**config.mk**
```make
export PLATFORM = sky130hd
export DESIGN_NAME = load_merge
export DESIGN_NICKNAME = d
export VERILOG_FILES = /design/src/hdl/mem_types_pkg.sv /design/src/hdl/load_merge.sv
export VERILOG_INCLUDE_DIRS = /design/src /design/src/hdl
export SDC_FILE = /design/constraint.sdc
export NUM_CORES = 1
export LEC_CHECK = 0
export ABC_AREA = 0
export BUFFER_PORTS_ARGS = -buffer_cell sky130_fd_sc_hd__clkbuf_2
export CAP_MARGIN = 20
export CORE_UTILIZATION = 45
export DETAILED_ROUTE_END_ITERATION = 8
export PLACE_DENSITY = 0.82
export SYNTH_ARGS = -nofsm -noshare
export SYNTH_HDL_FRONTEND = slang
export SYNTH_SLANG_ARGS = --single-unit
```
**constraint.sdc**
```tcl
create_clock -name clk -period 1.89 [get_ports clk]
set_input_delay 0.189 -clock clk [delete_from_list [all_inputs] [get_ports clk]]
set_output_delay 0.189 -clock clk [all_outputs]
set_load 0.02 [all_outputs]
```
**src/hdl/dmem_params.svh**
```systemverilog
`ifndef DMEM_PARAMS_SVH
`define DMEM_PARAMS_SVH

// store buffer depth, power of two
`define DSTB_LINES 4

// one word per line
`define CACHE_LINES 8

// word addressed, MEM_WORDS == 2**ADDR_WIDTH
`define ADDR_WIDTH 8
`define MEM_WORDS 256

`define DATA_WIDTH 32

// backing memory read latency in cycles
`define MISS_CYCLES 4

`endif

```
**src/hdl/mem_types_pkg.sv**
```systemverilog
`include "dmem_params.svh"

package mem_types_pkg;

    typedef logic [`ADDR_WIDTH-1:0] mem_addr_t;

    typedef logic [`DATA_WIDTH-1:0] mem_word_t;

    // one store buffer slot
    typedef struct packed {
        logic      valid;
        mem_addr_t addr;
        mem_word_t data;
    } store_entry_t;

endpackage

```
**src/hdl/load_merge.sv**
```systemverilog
`timescale 1ns/1ps

module load_merge (
    input  logic                      clk,
    input  logic                      rst,

    input  logic                      i_load_en,

    // from store buffer, sampled at issue
    input  logic                      i_bypass_hit,
    input  mem_types_pkg::mem_word_t  i_bypass_data,

    // from cache
    input  logic                      i_rd_valid,
    input  mem_types_pkg::mem_word_t  i_rd_data,

    output logic                      o_pending,
    output logic                      o_load_valid,
    output mem_types_pkg::mem_word_t  o_load_data
);
    import mem_types_pkg::*;

    logic       byp_hit_q;
    mem_word_t  byp_data_q;

    always_ff @(posedge clk or posedge rst) begin
        if (rst) begin
            o_pending <= 1'b0;
            byp_hit_q <= 1'b0;
        end else if (i_load_en) begin
            o_pending <= 1'b1;
            byp_hit_q <= i_bypass_hit;
        end else if (i_rd_valid) begin
            o_pending <= 1'b0;
        end
    end

    always_ff @(posedge clk) begin
        if (i_load_en) begin
            byp_data_q <= i_bypass_data;
        end
    end

    // same cycle as the cache answer
    assign o_load_valid = i_rd_valid && o_pending;

    // a pending store is newer than anything the cache holds
    assign o_load_data = byp_hit_q ? byp_data_q : i_rd_data;

endmodule

```
==> summary.txt <==
Timing
  – Setup Skew: 0 ns
  – Fin crit share: 0.890
  – Final hold violation count: 0
  – Hold WS: 0.0360 ns
  – Final setup viols: 0
  – Worst-Margin Slew: 0.552 ns
  – Final worst path period need: 1.68 ns
  – Unrepaired setup endpoints after global routing: false
  – Slew Limit Fails: 0
  – Maximum operating frequency: 595 MHz
  – Relative slew slack: 0.632
  – Setup TNS: 0 ns

Place
  – HPWL after DPL: about 2300 um
  – Buffers on Ports: 102
  – Cell count after placement: 221
  – GPL Wtd Cong: 0.657

Setup path
  – Worst Setup End Kind: primary output
  – Worst-path maximum fanout: 33
  – Req. time, crit path: about 1.7 ns
  – Worst setup SP type: flop
  – Critical Path AT: 1.49 ns
  – Critical path class: flop to primary output

Synthesis
  – Number of synthesized flops with an enable pin: 32
  – Ys async rst share: 0.0588
  – Predominant post-synthesis flop cell: edfxtp_1
  – Gate Count Post-Synth: 75
  – Post-synthesis sequential area ratio: 0.638
  – Count leader, synth: edfxtp_1
  – Yosys warning count: 0
  – Post-synth top area cell: edfxtp_1
  – Top cells by count, synth: 32 x edfxtp_1, 29 x mux2_4, 4 x mux2_2
  – Mean post-synth cell area: around 21 um^2
  – Post-Syn Area: 1580 um^2
  – Synth area leaders: edfxtp_1 61%, mux2_4 27%, buf_12 3.8%, dfrtp_1 3.2%, mux2_2 2.8%
  – Share of the synthesized area in the top cell type: 0.607
  – Syn nets: 144
  – Count of cell types in the netlist: 9
  – Register bit total from synthesis: 34

Clock network
  – CTS resizes: 0
  – Clock buffer depth: 2
  – Clk_lat worst skew: 0.32 ns
  – Setup bufs post-CTS: 0
  – CTS tree: yes
  – # clock sinks: 34
  – Root Driver: clkbuf_4
  – H-tree levels: 2
  – Reg clk slew, reported paths: approximately 0.10 ns
  – CTS Buf Count: 5

GRT
  – Largest net degree at the start of global routing: 34
  – Initial antenna violation count: 0
  – GR Overflow Total: 0
  – First-pass GRT wire length: 4150 um
  – Vias in the first global route: about 950
  – Gr usage total: 0.166

Flow run
  – Maxcap violations: 0

Die
  – Die area: 3760 um^2
  – Die Height: a little over 60 um
  – Die width: between 60 and 70 um
  – Num rows: 21
  – IO Count: 103
  – Initial Util: 0.471
  – Core area: ~3400 um^2

Route
  – Via density: 4.50
  – DR vias: 1108
  – First-pass detailed-route iteration total: 6
  – DR iter-0 viols: 16
  – Remaining antenna violation count after routing: 0
  – Total Wirelength: 3320 um
  – DRC: 0
  – Avg WL per Cell: 13.5 um

Power
  – Combinational power share: 0.277
  – Switch Pwr: 0.000479 W
  – Sw frac: 0.271
  – Part of the power in registers: 0.514
  – Peak supply drop: 566 uV
  – Cell-internal power: roughly 0.0013 W
  – Leak Pwr: 1.14 nW
  – Pwr per Cell Area: 758 nW/um^2
  – Clk pwr share: 0.209

Finish
  – Final Non-Filler Cells: 246
  – Total Nets Final: 268
  – # diodes: 0
  – Share of layout cells above drive strength 1: 0.720
  – Layout area overhead: 47.1%
  – # fillers: 265

Run status
  – Status: finished, final reports clean

Worst hold path
  – Worst min path class: input pin to flop
final timing paths:
check                                  start              end  slack [ns]  cells past startpoint
max                                byp_hit_q  o_load_data[31]        0.21                      3
min                        i_bypass_data[22]   byp_data_q[22]        0.04                      1
max reg2reg                        byp_hit_q        byp_hit_q        0.88                      2
min reg2reg                        o_pending        o_pending        0.52                      1
max in group asynchronous                rst        byp_hit_q        1.53                      3
min in group asynchronous                rst        o_pending        0.24                      3
registers in the layout, indices dropped and copies added, names as in the netlist:
name        count
byp_data_q     32
byp_hit_q       1
o_pending       1
cell usage in the layout (no fill, tap or decap), types with 2 or more instances in the layout:
cell type,n
clkbuf_2,102
edfxtp_1,32
mux2_4,29
dlygate4sd3_1,17
clkbuf_4,5
mux2_2,4
inv_1,2
cell families after synthesis:
family,share of synthesized area
compound gates,0.00474
buf+inv,0.0498
flops,0.638
mux,0.303
simple gates,0.00395
through the flow:
step                      area (um^2)  utilization  power [W]  worst slack, ns
after floorplan                  1580            -    0.00124            0.741
after global routing             2330        0.693    0.00186            0.124
after CTS                        2170        0.645    0.00176            0.185
final                            2330        0.693    0.00177            0.209
after global placement           2110        0.627    0.00137            0.596
after detailed placement         2110        0.627    0.00139            0.559
critical path, cell delays in order, from the launching register on:
cell,delay [ns]
dfrtp_2,0.39
buf_12,0.25
mux2_2,0.37
clkbuf_2,0.16
per-layer routing:
metal  part of all wire  track usage  wire (um)  up-vias
met1               0.37        0.169       1220      508
li1                   -            -          -      538
met5                  0            0          0        -
met2               0.55        0.284       1820       58
met3              0.074       0.0840        247        4
met4              0.011       0.0762         36        0
cell type report:
type | instances | area (um^2) | area share
Inverter | 2 | 7.51 | 0.00322
Multi-Input combinational cell | 35 | 494 | 0.212
Timing Repair Buffer | 121 | 708 | 0.304
Sequential cell | 34 | 1010 | 0.434
Tap cell | 46 | 57.6 | 0.0247
Clock buffer | 6 | 41.3 | 0.0177
Clock inverter | 2 | 8.76 | 0.00376
power by group through the flow:
stage	Combinational, W	Clock [W]	Sequential (W)
global placement	0.000451	0	0.000921
finish	0.000489	0.000368	0.000908
floorplan	0.000318	0	0.000919
detailed placement	0.000462	0	0.000926
CTS	0.000464	0.000382	0.000909
global route	0.000521	0.000424	0.000914
what timing repair did:
action	in CTS	in global routing
endpoints found under the hold margin	2	16
endpoints found under the setup margin	0	0
hold buffers	1	16
Power figures use the tool's default switching activity.
