`config.mk`:
```
export PLATFORM = sky130hd
export DESIGN_NAME = store_buffer
export DESIGN_NICKNAME = d
export VERILOG_FILES = /design/src/hdl/mem_types_pkg.sv /design/src/hdl/store_buffer.sv
export VERILOG_INCLUDE_DIRS = /design/src /design/src/hdl
export SDC_FILE = /design/constraint.sdc
export NUM_CORES = 1
export LEC_CHECK = 0
export BUFFER_PORTS_ARGS = -buffer_cell sky130_fd_sc_hd__clkbuf_2
export CELL_PAD_IN_SITES_DETAIL_PLACEMENT = 1
export CELL_PAD_IN_SITES_GLOBAL_PLACEMENT = 2
export CORE_MARGIN = 1
export CORE_UTILIZATION = 42
export CTS_CLUSTER_DIAMETER = 100
export DETAILED_ROUTE_END_ITERATION = 7
export PLACE_DENSITY_LB_ADDON = 0.2
export SYNTH_ARGS = -nofsm -noshare
export SYNTH_HDL_FRONTEND = slang
export SYNTH_SLANG_ARGS = --single-unit
export TNS_END_PERCENT = 20
```
`constraint.sdc`:
```
create_clock -name clk -period 5.6 [get_ports clk]
set_input_delay 1.4 -clock clk [delete_from_list [all_inputs] [get_ports clk]]
set_output_delay 1.4 -clock clk [all_outputs]
set_load 0.01 [all_outputs]
```
`src/hdl/dmem_params.svh`:
```
`ifndef DMEM_PARAMS_SVH
`define DMEM_PARAMS_SVH

// store buffer depth, power of two
`define DSTB_LINES 4

// one word per line
`define CACHE_LINES 8

// word addressed, MEM_WORDS == 2**ADDR_WIDTH
`define ADDR_WIDTH 8
`define MEM_WORDS 256

`define DATA_WIDTH 32

// backing memory read latency in cycles
`define MISS_CYCLES 4

`endif

```
`src/hdl/mem_types_pkg.sv`:
```
`include "dmem_params.svh"

package mem_types_pkg;

    typedef logic [`ADDR_WIDTH-1:0] mem_addr_t;

    typedef logic [`DATA_WIDTH-1:0] mem_word_t;

    // one store buffer slot
    typedef struct packed {
        logic      valid;
        mem_addr_t addr;
        mem_word_t data;
    } store_entry_t;

endpackage

```
`src/hdl/store_buffer.sv`:
```
`timescale 1ns/1ps
`include "dmem_params.svh"

module store_buffer (
    input  logic                      clk,
    input  logic                      rst,

    // store side
    input  logic                      i_store_en,
    input  mem_types_pkg::mem_addr_t  i_addr,
    input  mem_types_pkg::mem_word_t  i_wdata,

    // commit to cache
    input  logic                      i_commit_ack,
    output logic                      o_commit_valid,
    output mem_types_pkg::mem_addr_t  o_commit_addr,
    output mem_types_pkg::mem_word_t  o_commit_data,

    // status
    output logic                      o_full,
    output logic                      o_empty,

    // load bypass
    output logic                      o_bypass_hit,
    output mem_types_pkg::mem_word_t  o_bypass_data
);
    import mem_types_pkg::*;

    localparam int SEL_W = $clog2(`DSTB_LINES);

    store_entry_t       entries [`DSTB_LINES];
    logic [SEL_W-1:0]   oldest;
    logic [SEL_W-1:0]   newest;
    logic [SEL_W-1:0]   scan_idx;
    logic               store_wr;

    // only flagged while a store actually wants the slot
    assign o_full   = i_store_en && entries[newest].valid;
    assign store_wr = i_store_en && !entries[newest].valid;

    // entries are contiguous from oldest, so an empty oldest slot means empty ring
    assign o_empty = !entries[oldest].valid;

    assign o_commit_valid = entries[oldest].valid;
    assign o_commit_addr  = entries[oldest].addr;
    assign o_commit_data  = entries[oldest].data;

    // walk oldest to newest, last match is the youngest
    always_comb begin
        o_bypass_hit  = 1'b0;
        o_bypass_data = '0;
        scan_idx      = oldest;
        for (int i = 0; i < `DSTB_LINES; i++) begin
            scan_idx = oldest + SEL_W'(i); // wraps, depth is a power of two
            if (entries[scan_idx].valid && (entries[scan_idx].addr == i_addr)) begin
                o_bypass_hit  = 1'b1;
                o_bypass_data = entries[scan_idx].data;
            end
        end
    end

    always_ff @(posedge clk or posedge rst) begin
        if (rst) begin
            for (int i = 0; i < `DSTB_LINES; i++) begin
                entries[i].valid <= 1'b0;
            end
            oldest <= '0;
            newest <= '0;
        end else begin
            if (i_commit_ack && entries[oldest].valid) begin // retire on same-cycle ack
                entries[oldest].valid <= 1'b0;
                oldest <= oldest + 1'b1;
            end
            if (store_wr) begin
                entries[newest].valid <= 1'b1;
                entries[newest].addr  <= i_addr;
                entries[newest].data  <= i_wdata;
                newest <= newest + 1'b1;
            end
        end
    end

endmodule

```
==> impl_metrics.env, run 1 <==
export IMPL_ys_async_sr_fraction=0.0476
export IMPL_start_kind="flop"
export IMPL_ir_drop_v=0.000453
export IMPL_cp_arrival_ps=3980
export IMPL_synthTopCellsByArea="edfxtp_1 39%, mux4_2 27%, and3_1 9.9%"
export IMPL_drv_cap=0
export IMPL_synth_common_cells="196 x and3_1, 160 x edfxtp_1, 148 x mux4_2, 69 x clkbuf_1, 46 x nand2_1"
export IMPL_fmax_ghz=0.186
export IMPL_antenna_found_initial=1
export IMPL_status="finished, final reports clean"
export IMPL_wl_per_cell_um=25.4
export IMPL_clock_path_buffers=2
export IMPL_io_pins=120
export IMPL_synth_most_common_cell="and3_1"
export IMPL_io_buffers=119
export IMPL_die_width_um=174
export IMPL_grt_pass1_vias=9212
export IMPL_area_growth_pct=11.5
export IMPL_clock_sinks=168
export IMPL_slew_limit_headroom=0.266
export IMPL_grt_pass1_wl_mm=55.7
export IMPL_detailed_place_hpwl_mm=20.7
export IMPL_rsz0062_at_grt="no"
export IMPL_ys_seq_elements=168
export IMPL_netlist_area_sq_um=12400
export IMPL_insertion_delay_ps=440
export IMPL_hold_class="reg2reg"
export IMPL_setup_viol=0
export IMPL_num_rows=62
export IMPL_p_per_area_nw_per_um2=522
export IMPL_h_tree_depth=4
export IMPL_worstPathRequired_ps=4200
export IMPL_synthFlopType="edfxtp_1"
export IMPL_vias=8933
export IMPL_holdWs_ps=640
export IMPL_antenna_left=0
export IMPL_min_period_ps=5380
export IMPL_postSynthCellCount=942
export IMPL_die_h_um=174
export IMPL_synth_edf_count=160
export IMPL_p_leak_nw=5.12
export IMPL_yosysWarnings=0
export IMPL_finalMaxSlewViolations=0
export IMPL_diodes=0
export IMPL_yosysSeqAreaShare=0.405
export IMPL_crit_path_end_kind="primary output"
export IMPL_grt_max_degree=111
export IMPL_cts_clk_slew_worst_paths_ps=70
export IMPL_drc=0
export IMPL_cp_max_fo=110
export IMPL_vias_per_cell=6.45
export IMPL_place_gp_congestion=0.745
export IMPL_nNetsFinal=1039
export IMPL_fin_crit_sh=0.960
export IMPL_initial_core_util=0.428
export IMPL_synth_top_area_frac=0.389
export IMPL_worst_clock_skew_ps=14.0
export IMPL_setup_tns_ps=0
export IMPL_cts_buffers=17
export IMPL_hold_viol_final=0
export IMPL_cts_tree="yes"
export IMPL_crit_type="reg2out"
export IMPL_root_buffer="clkbuf_16"
export IMPL_overflow=0
export IMPL_dr_first_iter_drc_count=621
export IMPL_synth_avg_cell_area_sq_um=13.1
export IMPL_ctsHoldBuffers=0
export IMPL_synth_top_area_cell="edfxtp_1"
export IMPL_wirelength_mm=35.2
export IMPL_drt_pre_antenna_iters=4
export IMPL_synth_distinct_cells=40
export IMPL_grtUsageTotal=0.243
export IMPL_drive_gt1_frac=0.366
export IMPL_worst_pin_slew_ps=1100
export IMPL_fp_coreArea_sq_um=28900
export IMPL_synth_fp_nets=994
export IMPL_die_area_sq_um=30100
==> worst max-delay path: stages (launching register included) <==
cell      delay (ps)
dfrtp_4          440
buf_16           510
mux4_1           680
xnor2_1          160
nor4_2           320
nand4_2          130
buf_4            340
a211oi_1         280
o21ai_0          110
a31oi_1          300
clkbuf_2         190
==> through the flow <==
stage          power [mW]  setup WS [ps]  instance area [sq um]  std cells  utilization
6_report             7.20            225                  13800       1384        0.478
4_1_cts              7.26            127                  13800       1384        0.477
2_1_floorplan        4.98            859                  12400        942            -
3_5_place_dp         6.12            617                  13200       1352        0.458
3_3_place_gp         6.06            714                  13200       1352        0.458
5_1_grt              7.62           22.8                  13800       1384        0.478
==> per-layer routing <==
metal / routed length (um) / share of wire / track usage
met5: 11 / 0.00031 / 0
met4: 356 / 0.010 / 0.0523
met3: 1550 / 0.044 / 0.0346
met2: 18000 / 0.51 / 0.416
met1: 15300 / 0.43 / 0.328
==> placed cells by master (no fill, tap or decap), drive strengths merged, types with 20 or more instances in the layout <==
cell type / Yosys / routed
a31oi: 32 / 32
nand2: 46 / 46
edfxtp: 160 / 160
clkbuf: 69 / 136
nand3: 37 / 37
buf: 50 / 26
xor2: 20 / 20
and3: 196 / 196
nor2: 33 / 33
mux4: 158 / 158
o21ai: 34 / 34
a211oi: 32 / 32
==> power breakdown <==
group          switching (mW)  internal, mW  total [mW]
Sequential              0.147          1.60        1.75
Clock                   0.522         0.611        1.13
Combinational            2.37          1.95        4.32
Total                    3.04          4.16        7.20
==> cells by family (layout without fill, tap and decap cells) <==
kind of cell             after synthesis  in the layout  share of synthesized area
buffers and inverters                126            184                     0.0459
adder cells (fa/ha/maj)                8              8                    0.00810
AO/OA/AOI/OAI                        112            112                     0.0701
XOR/XNOR                              35             35                     0.0248
AND/OR/NAND/NOR                      321            321                      0.144
multiplexers                         172            172                      0.302
flip-flops                           168            168                      0.405
==> cell type report <==
type | instances | area (sq um)
timing repair buffer | 145 | 873
clock inverter | 15 | 125
tap | 384 | 480
inverter | 7 | 26.3
fill | 2976 | 15100
multi-input combinational | 648 | 6840
clock buffer | 17 | 425
sequential | 168 | 5010
==> worst paths after layout <==
path	from	to	slack (ps)	depth (start not counted)
hold / removal	entries[40]	entries[40]	640	1
setup / recovery	oldest[0]	o_bypass_data[25]	220	10
max in group asynchronous	rst	oldest[0]	4280	2
min in group asynchronous	rst	newest[1]	950	2
setup reg to reg	entries[40]	entries[36]	2060	5
hold reg to reg	entries[40]	entries[40]	640	1
==> timing repair <==
item / 4_1_cts / 5_1_grt
setup buffers: 0 / 0
gates resized for setup: 0 / 1
setup endpoints to repair: 0 / 3
==> sequential cells by signal (all words and copies together), names as in the netlist <==
signal	cells
entries	164
newest	2
oldest	2
(Power assumes the default switching activity.)
==> inputs of run 2 (changes only) <==
ABC_AREA = 1   (was not set)
CORE_UTILIZATION = 36   (was 42)
==> impl_metrics.env, run 2 <==
export IMPL_cp_max_fo=48
export IMPL_start_kind="flop"
export IMPL_synthFlopType="edfxtp_1"
export IMPL_p_leak_nw=6.02
export IMPL_synth_edf_count=160
export IMPL_synthTopCellsByArea="edfxtp_1 42%, mux2i_1 14%, nand2_1 11%"
export IMPL_status="finished, final reports clean"
export IMPL_slowest_delay_ps=750
export IMPL_place_inst=1904
export IMPL_ctsHoldBuffers=0
export IMPL_ys_seq_elements=168
export IMPL_diodes=0
export IMPL_p_per_area_nw_per_um2=530
export IMPL_fp_coreArea_sq_um=31500
export IMPL_finalMaxSlewViolations=0
export IMPL_cp_common_cell="nand2_1"
export IMPL_drt_pre_antenna_iters=4
export IMPL_root_buffer="clkbuf_16"
export IMPL_synth_fp_nets=1498
export IMPL_antenna_found_initial=0
export IMPL_wl_per_cell_um=19.6
export IMPL_cp_arrival_ps=3790
export IMPL_final_common_cell="nand2_1"
export IMPL_crit_type="reg2out"
export IMPL_synth_most_common_cell="nand2_1"
export IMPL_slowest_stage="buf_4"
export IMPL_insertion_delay_ps=440
export IMPL_grt_pass1_wl_mm=59.7
export IMPL_reg2reg_to="entries[94]"
export IMPL_worstPathRequired_ps=4200
export IMPL_worst_path_buf_inv=3
export IMPL_reg_top3="entries x164, newest x2, oldest x2"
export IMPL_h_tree_depth=4
export IMPL_clock_path_buffers=2
export IMPL_setup_viol=0
export IMPL_synth_common_cells="328 x nand2_1, 279 x nor2_1, 160 x edfxtp_1, 160 x mux2i_1, 111 x nand3_1"
export IMPL_worst_clock_skew_ps=12.8
export IMPL_post_route_util=0.412
export IMPL_yosysWarnings=0
export IMPL_wirelength_mm=38.0
export IMPL_initial_core_util=0.365
export IMPL_drive_gt1_frac=0.134
export IMPL_die_width_um=181
export IMPL_area_growth_pct=12.9
export IMPL_grt_max_degree=86
export IMPL_rrSetupSlack_ps=3140
export IMPL_synth_top_area_frac=0.418
export IMPL_vias_per_cell=5.28
export IMPL_holdWs_ps=473
export IMPL_post_cts_buffers=0
export IMPL_netlist_area_sq_um=11500
export IMPL_whs_endpoint="entries[122]"
export IMPL_fmax_ghz=0.193
export IMPL_yosysSeqAreaShare=0.435
export IMPL_rsz0062_at_grt="no"
export IMPL_synth_distinct_cells=26
export IMPL_slew_limit_headroom=0.341
export IMPL_drc=0
export IMPL_die_h_um=181
export IMPL_ctsResizeCount=0
export IMPL_synth_top_area_cell="edfxtp_1"
export IMPL_detailed_place_hpwl_mm=23.6
export IMPL_io_buffers=119
export IMPL_mostFrequentLayoutCells="324 x nand2_1, 274 x nor2_1, 160 x mux2i_1, 160 x edfxtp_1, 119 x clkbuf_2"
export IMPL_antenna_left=0
export IMPL_io_pins=120
export IMPL_grt_pass1_vias=10554
export IMPL_regMostFlops="entries"
export IMPL_setup_tns_ps=0
export IMPL_ys_async_sr_fraction=0.0476
export IMPL_grtUsageTotal=0.240
export IMPL_nNetsFinal=1573
export IMPL_num_rows=65
export IMPL_critPathTopFamily="buffers and inverters"
export IMPL_cts_clk_slew_worst_paths_ps=70
export IMPL_hold_class="reg2reg"
export IMPL_die_area_sq_um=32700
export IMPL_timing_rr_start="newest[0]"
export IMPL_crit_path_end_kind="primary output"
export IMPL_largest_reg_flops=164
export IMPL_worst_pin_slew_ps=988
export IMPL_overflow=0
export IMPL_cts_tree="yes"
export IMPL_vias=10223
export IMPL_hold_viol_final=0
export IMPL_min_period_ps=5190
export IMPL_postSynthCellCount=1446
export IMPL_power_mw=6.88
export IMPL_clock_sinks=168
export IMPL_ir_drop_v=0.000363
export IMPL_finalNonFillerCells=1936
export IMPL_cts_buffers=17
export IMPL_place_gp_congestion=0.777
export IMPL_r2r_cells=8
export IMPL_drv_cap=0
export IMPL_fin_crit_sh=0.927
export IMPL_dr_first_iter_drc_count=477
export IMPL_min_delay_start="entries[122]"
export IMPL_synth_avg_cell_area_sq_um=7.95
export IMPL_hold_path_depth=2
export IMPL_cp_cell_sequence="buf_4 -> buf_4 -> mux2i_1 -> o21ai_0 -> nand3_1 -> nand2_1 -> nand2_1 -> nand2_1 -> clkbuf_2"
## run 2: report_power, final
group / internal, mW / switching (mW)
sequential: 1.60 / 0.120
clock: 0.615 / 0.529
combinational: 1.31 / 2.71
total: 3.52 / 3.36
## run 2: how the worst max path moves through the flow
stage | from | cells after the start | endpoint
6_report | oldest[0] | 9 | o_bypass_data[25]
5_1_grt | oldest[0] | 9 | o_bypass_data[25]
4_1_cts | oldest[0] | 9 | o_bypass_data[25]
3_5_place_dp | oldest[0] | 9 | o_bypass_data[25]
3_3_place_gp | i_addr[1] | 10 | o_bypass_data[3]
2_1_floorplan | oldest[1] | 18 | o_bypass_data[13]
## run 2: metrics by stage
stage | cell area, sq um | setup WS (ps)
2_1_floorplan | 11500 | 1400
3_3_place_gp | 12400 | 879
3_5_place_dp | 12400 | 868
4_1_cts | 13000 | 396
5_1_grt | 13000 | 192
6_report | 13000 | 407
## run 2: worst min-delay path, stage by stage, from the launching register on
cell and delay (ps):
dfrtp_1 340, nand2_1 50, nand2_1 50
## run 2: kinds of logic (layout without fill, tap and decap cells)
family	count (synthesis)	in the layout	share of synthesized area
AO/OA/AOI/OAI	152	152	0.0677
XOR/XNOR	11	11	0.00838
adder cells (fa/ha/maj)	8	8	0.00871
buffers and inverters	192	280	0.0760
flip-flops	168	168	0.435
multiplexers	160	160	0.139
AND/OR/NAND/NOR	755	755	0.265
## run 2: routing by layer
metal,wire (um),global-route usage,vias to the layer above
li1,-,-,4946
met1,17600,0.314,5038
met2,18600,0.417,194
met3,1100,0.0278,45
met4,643,0.0684,0
met5,0,0,-
## run 2: final cells by class
cell class,instances,area [sq um]
multi-input combinational,1086,5670
sequential,168,5010
tap,402,503
clock inverter,14,123
timing repair buffer,151,873
clock buffer,18,429
fill,3805,18500
inverter,97,369
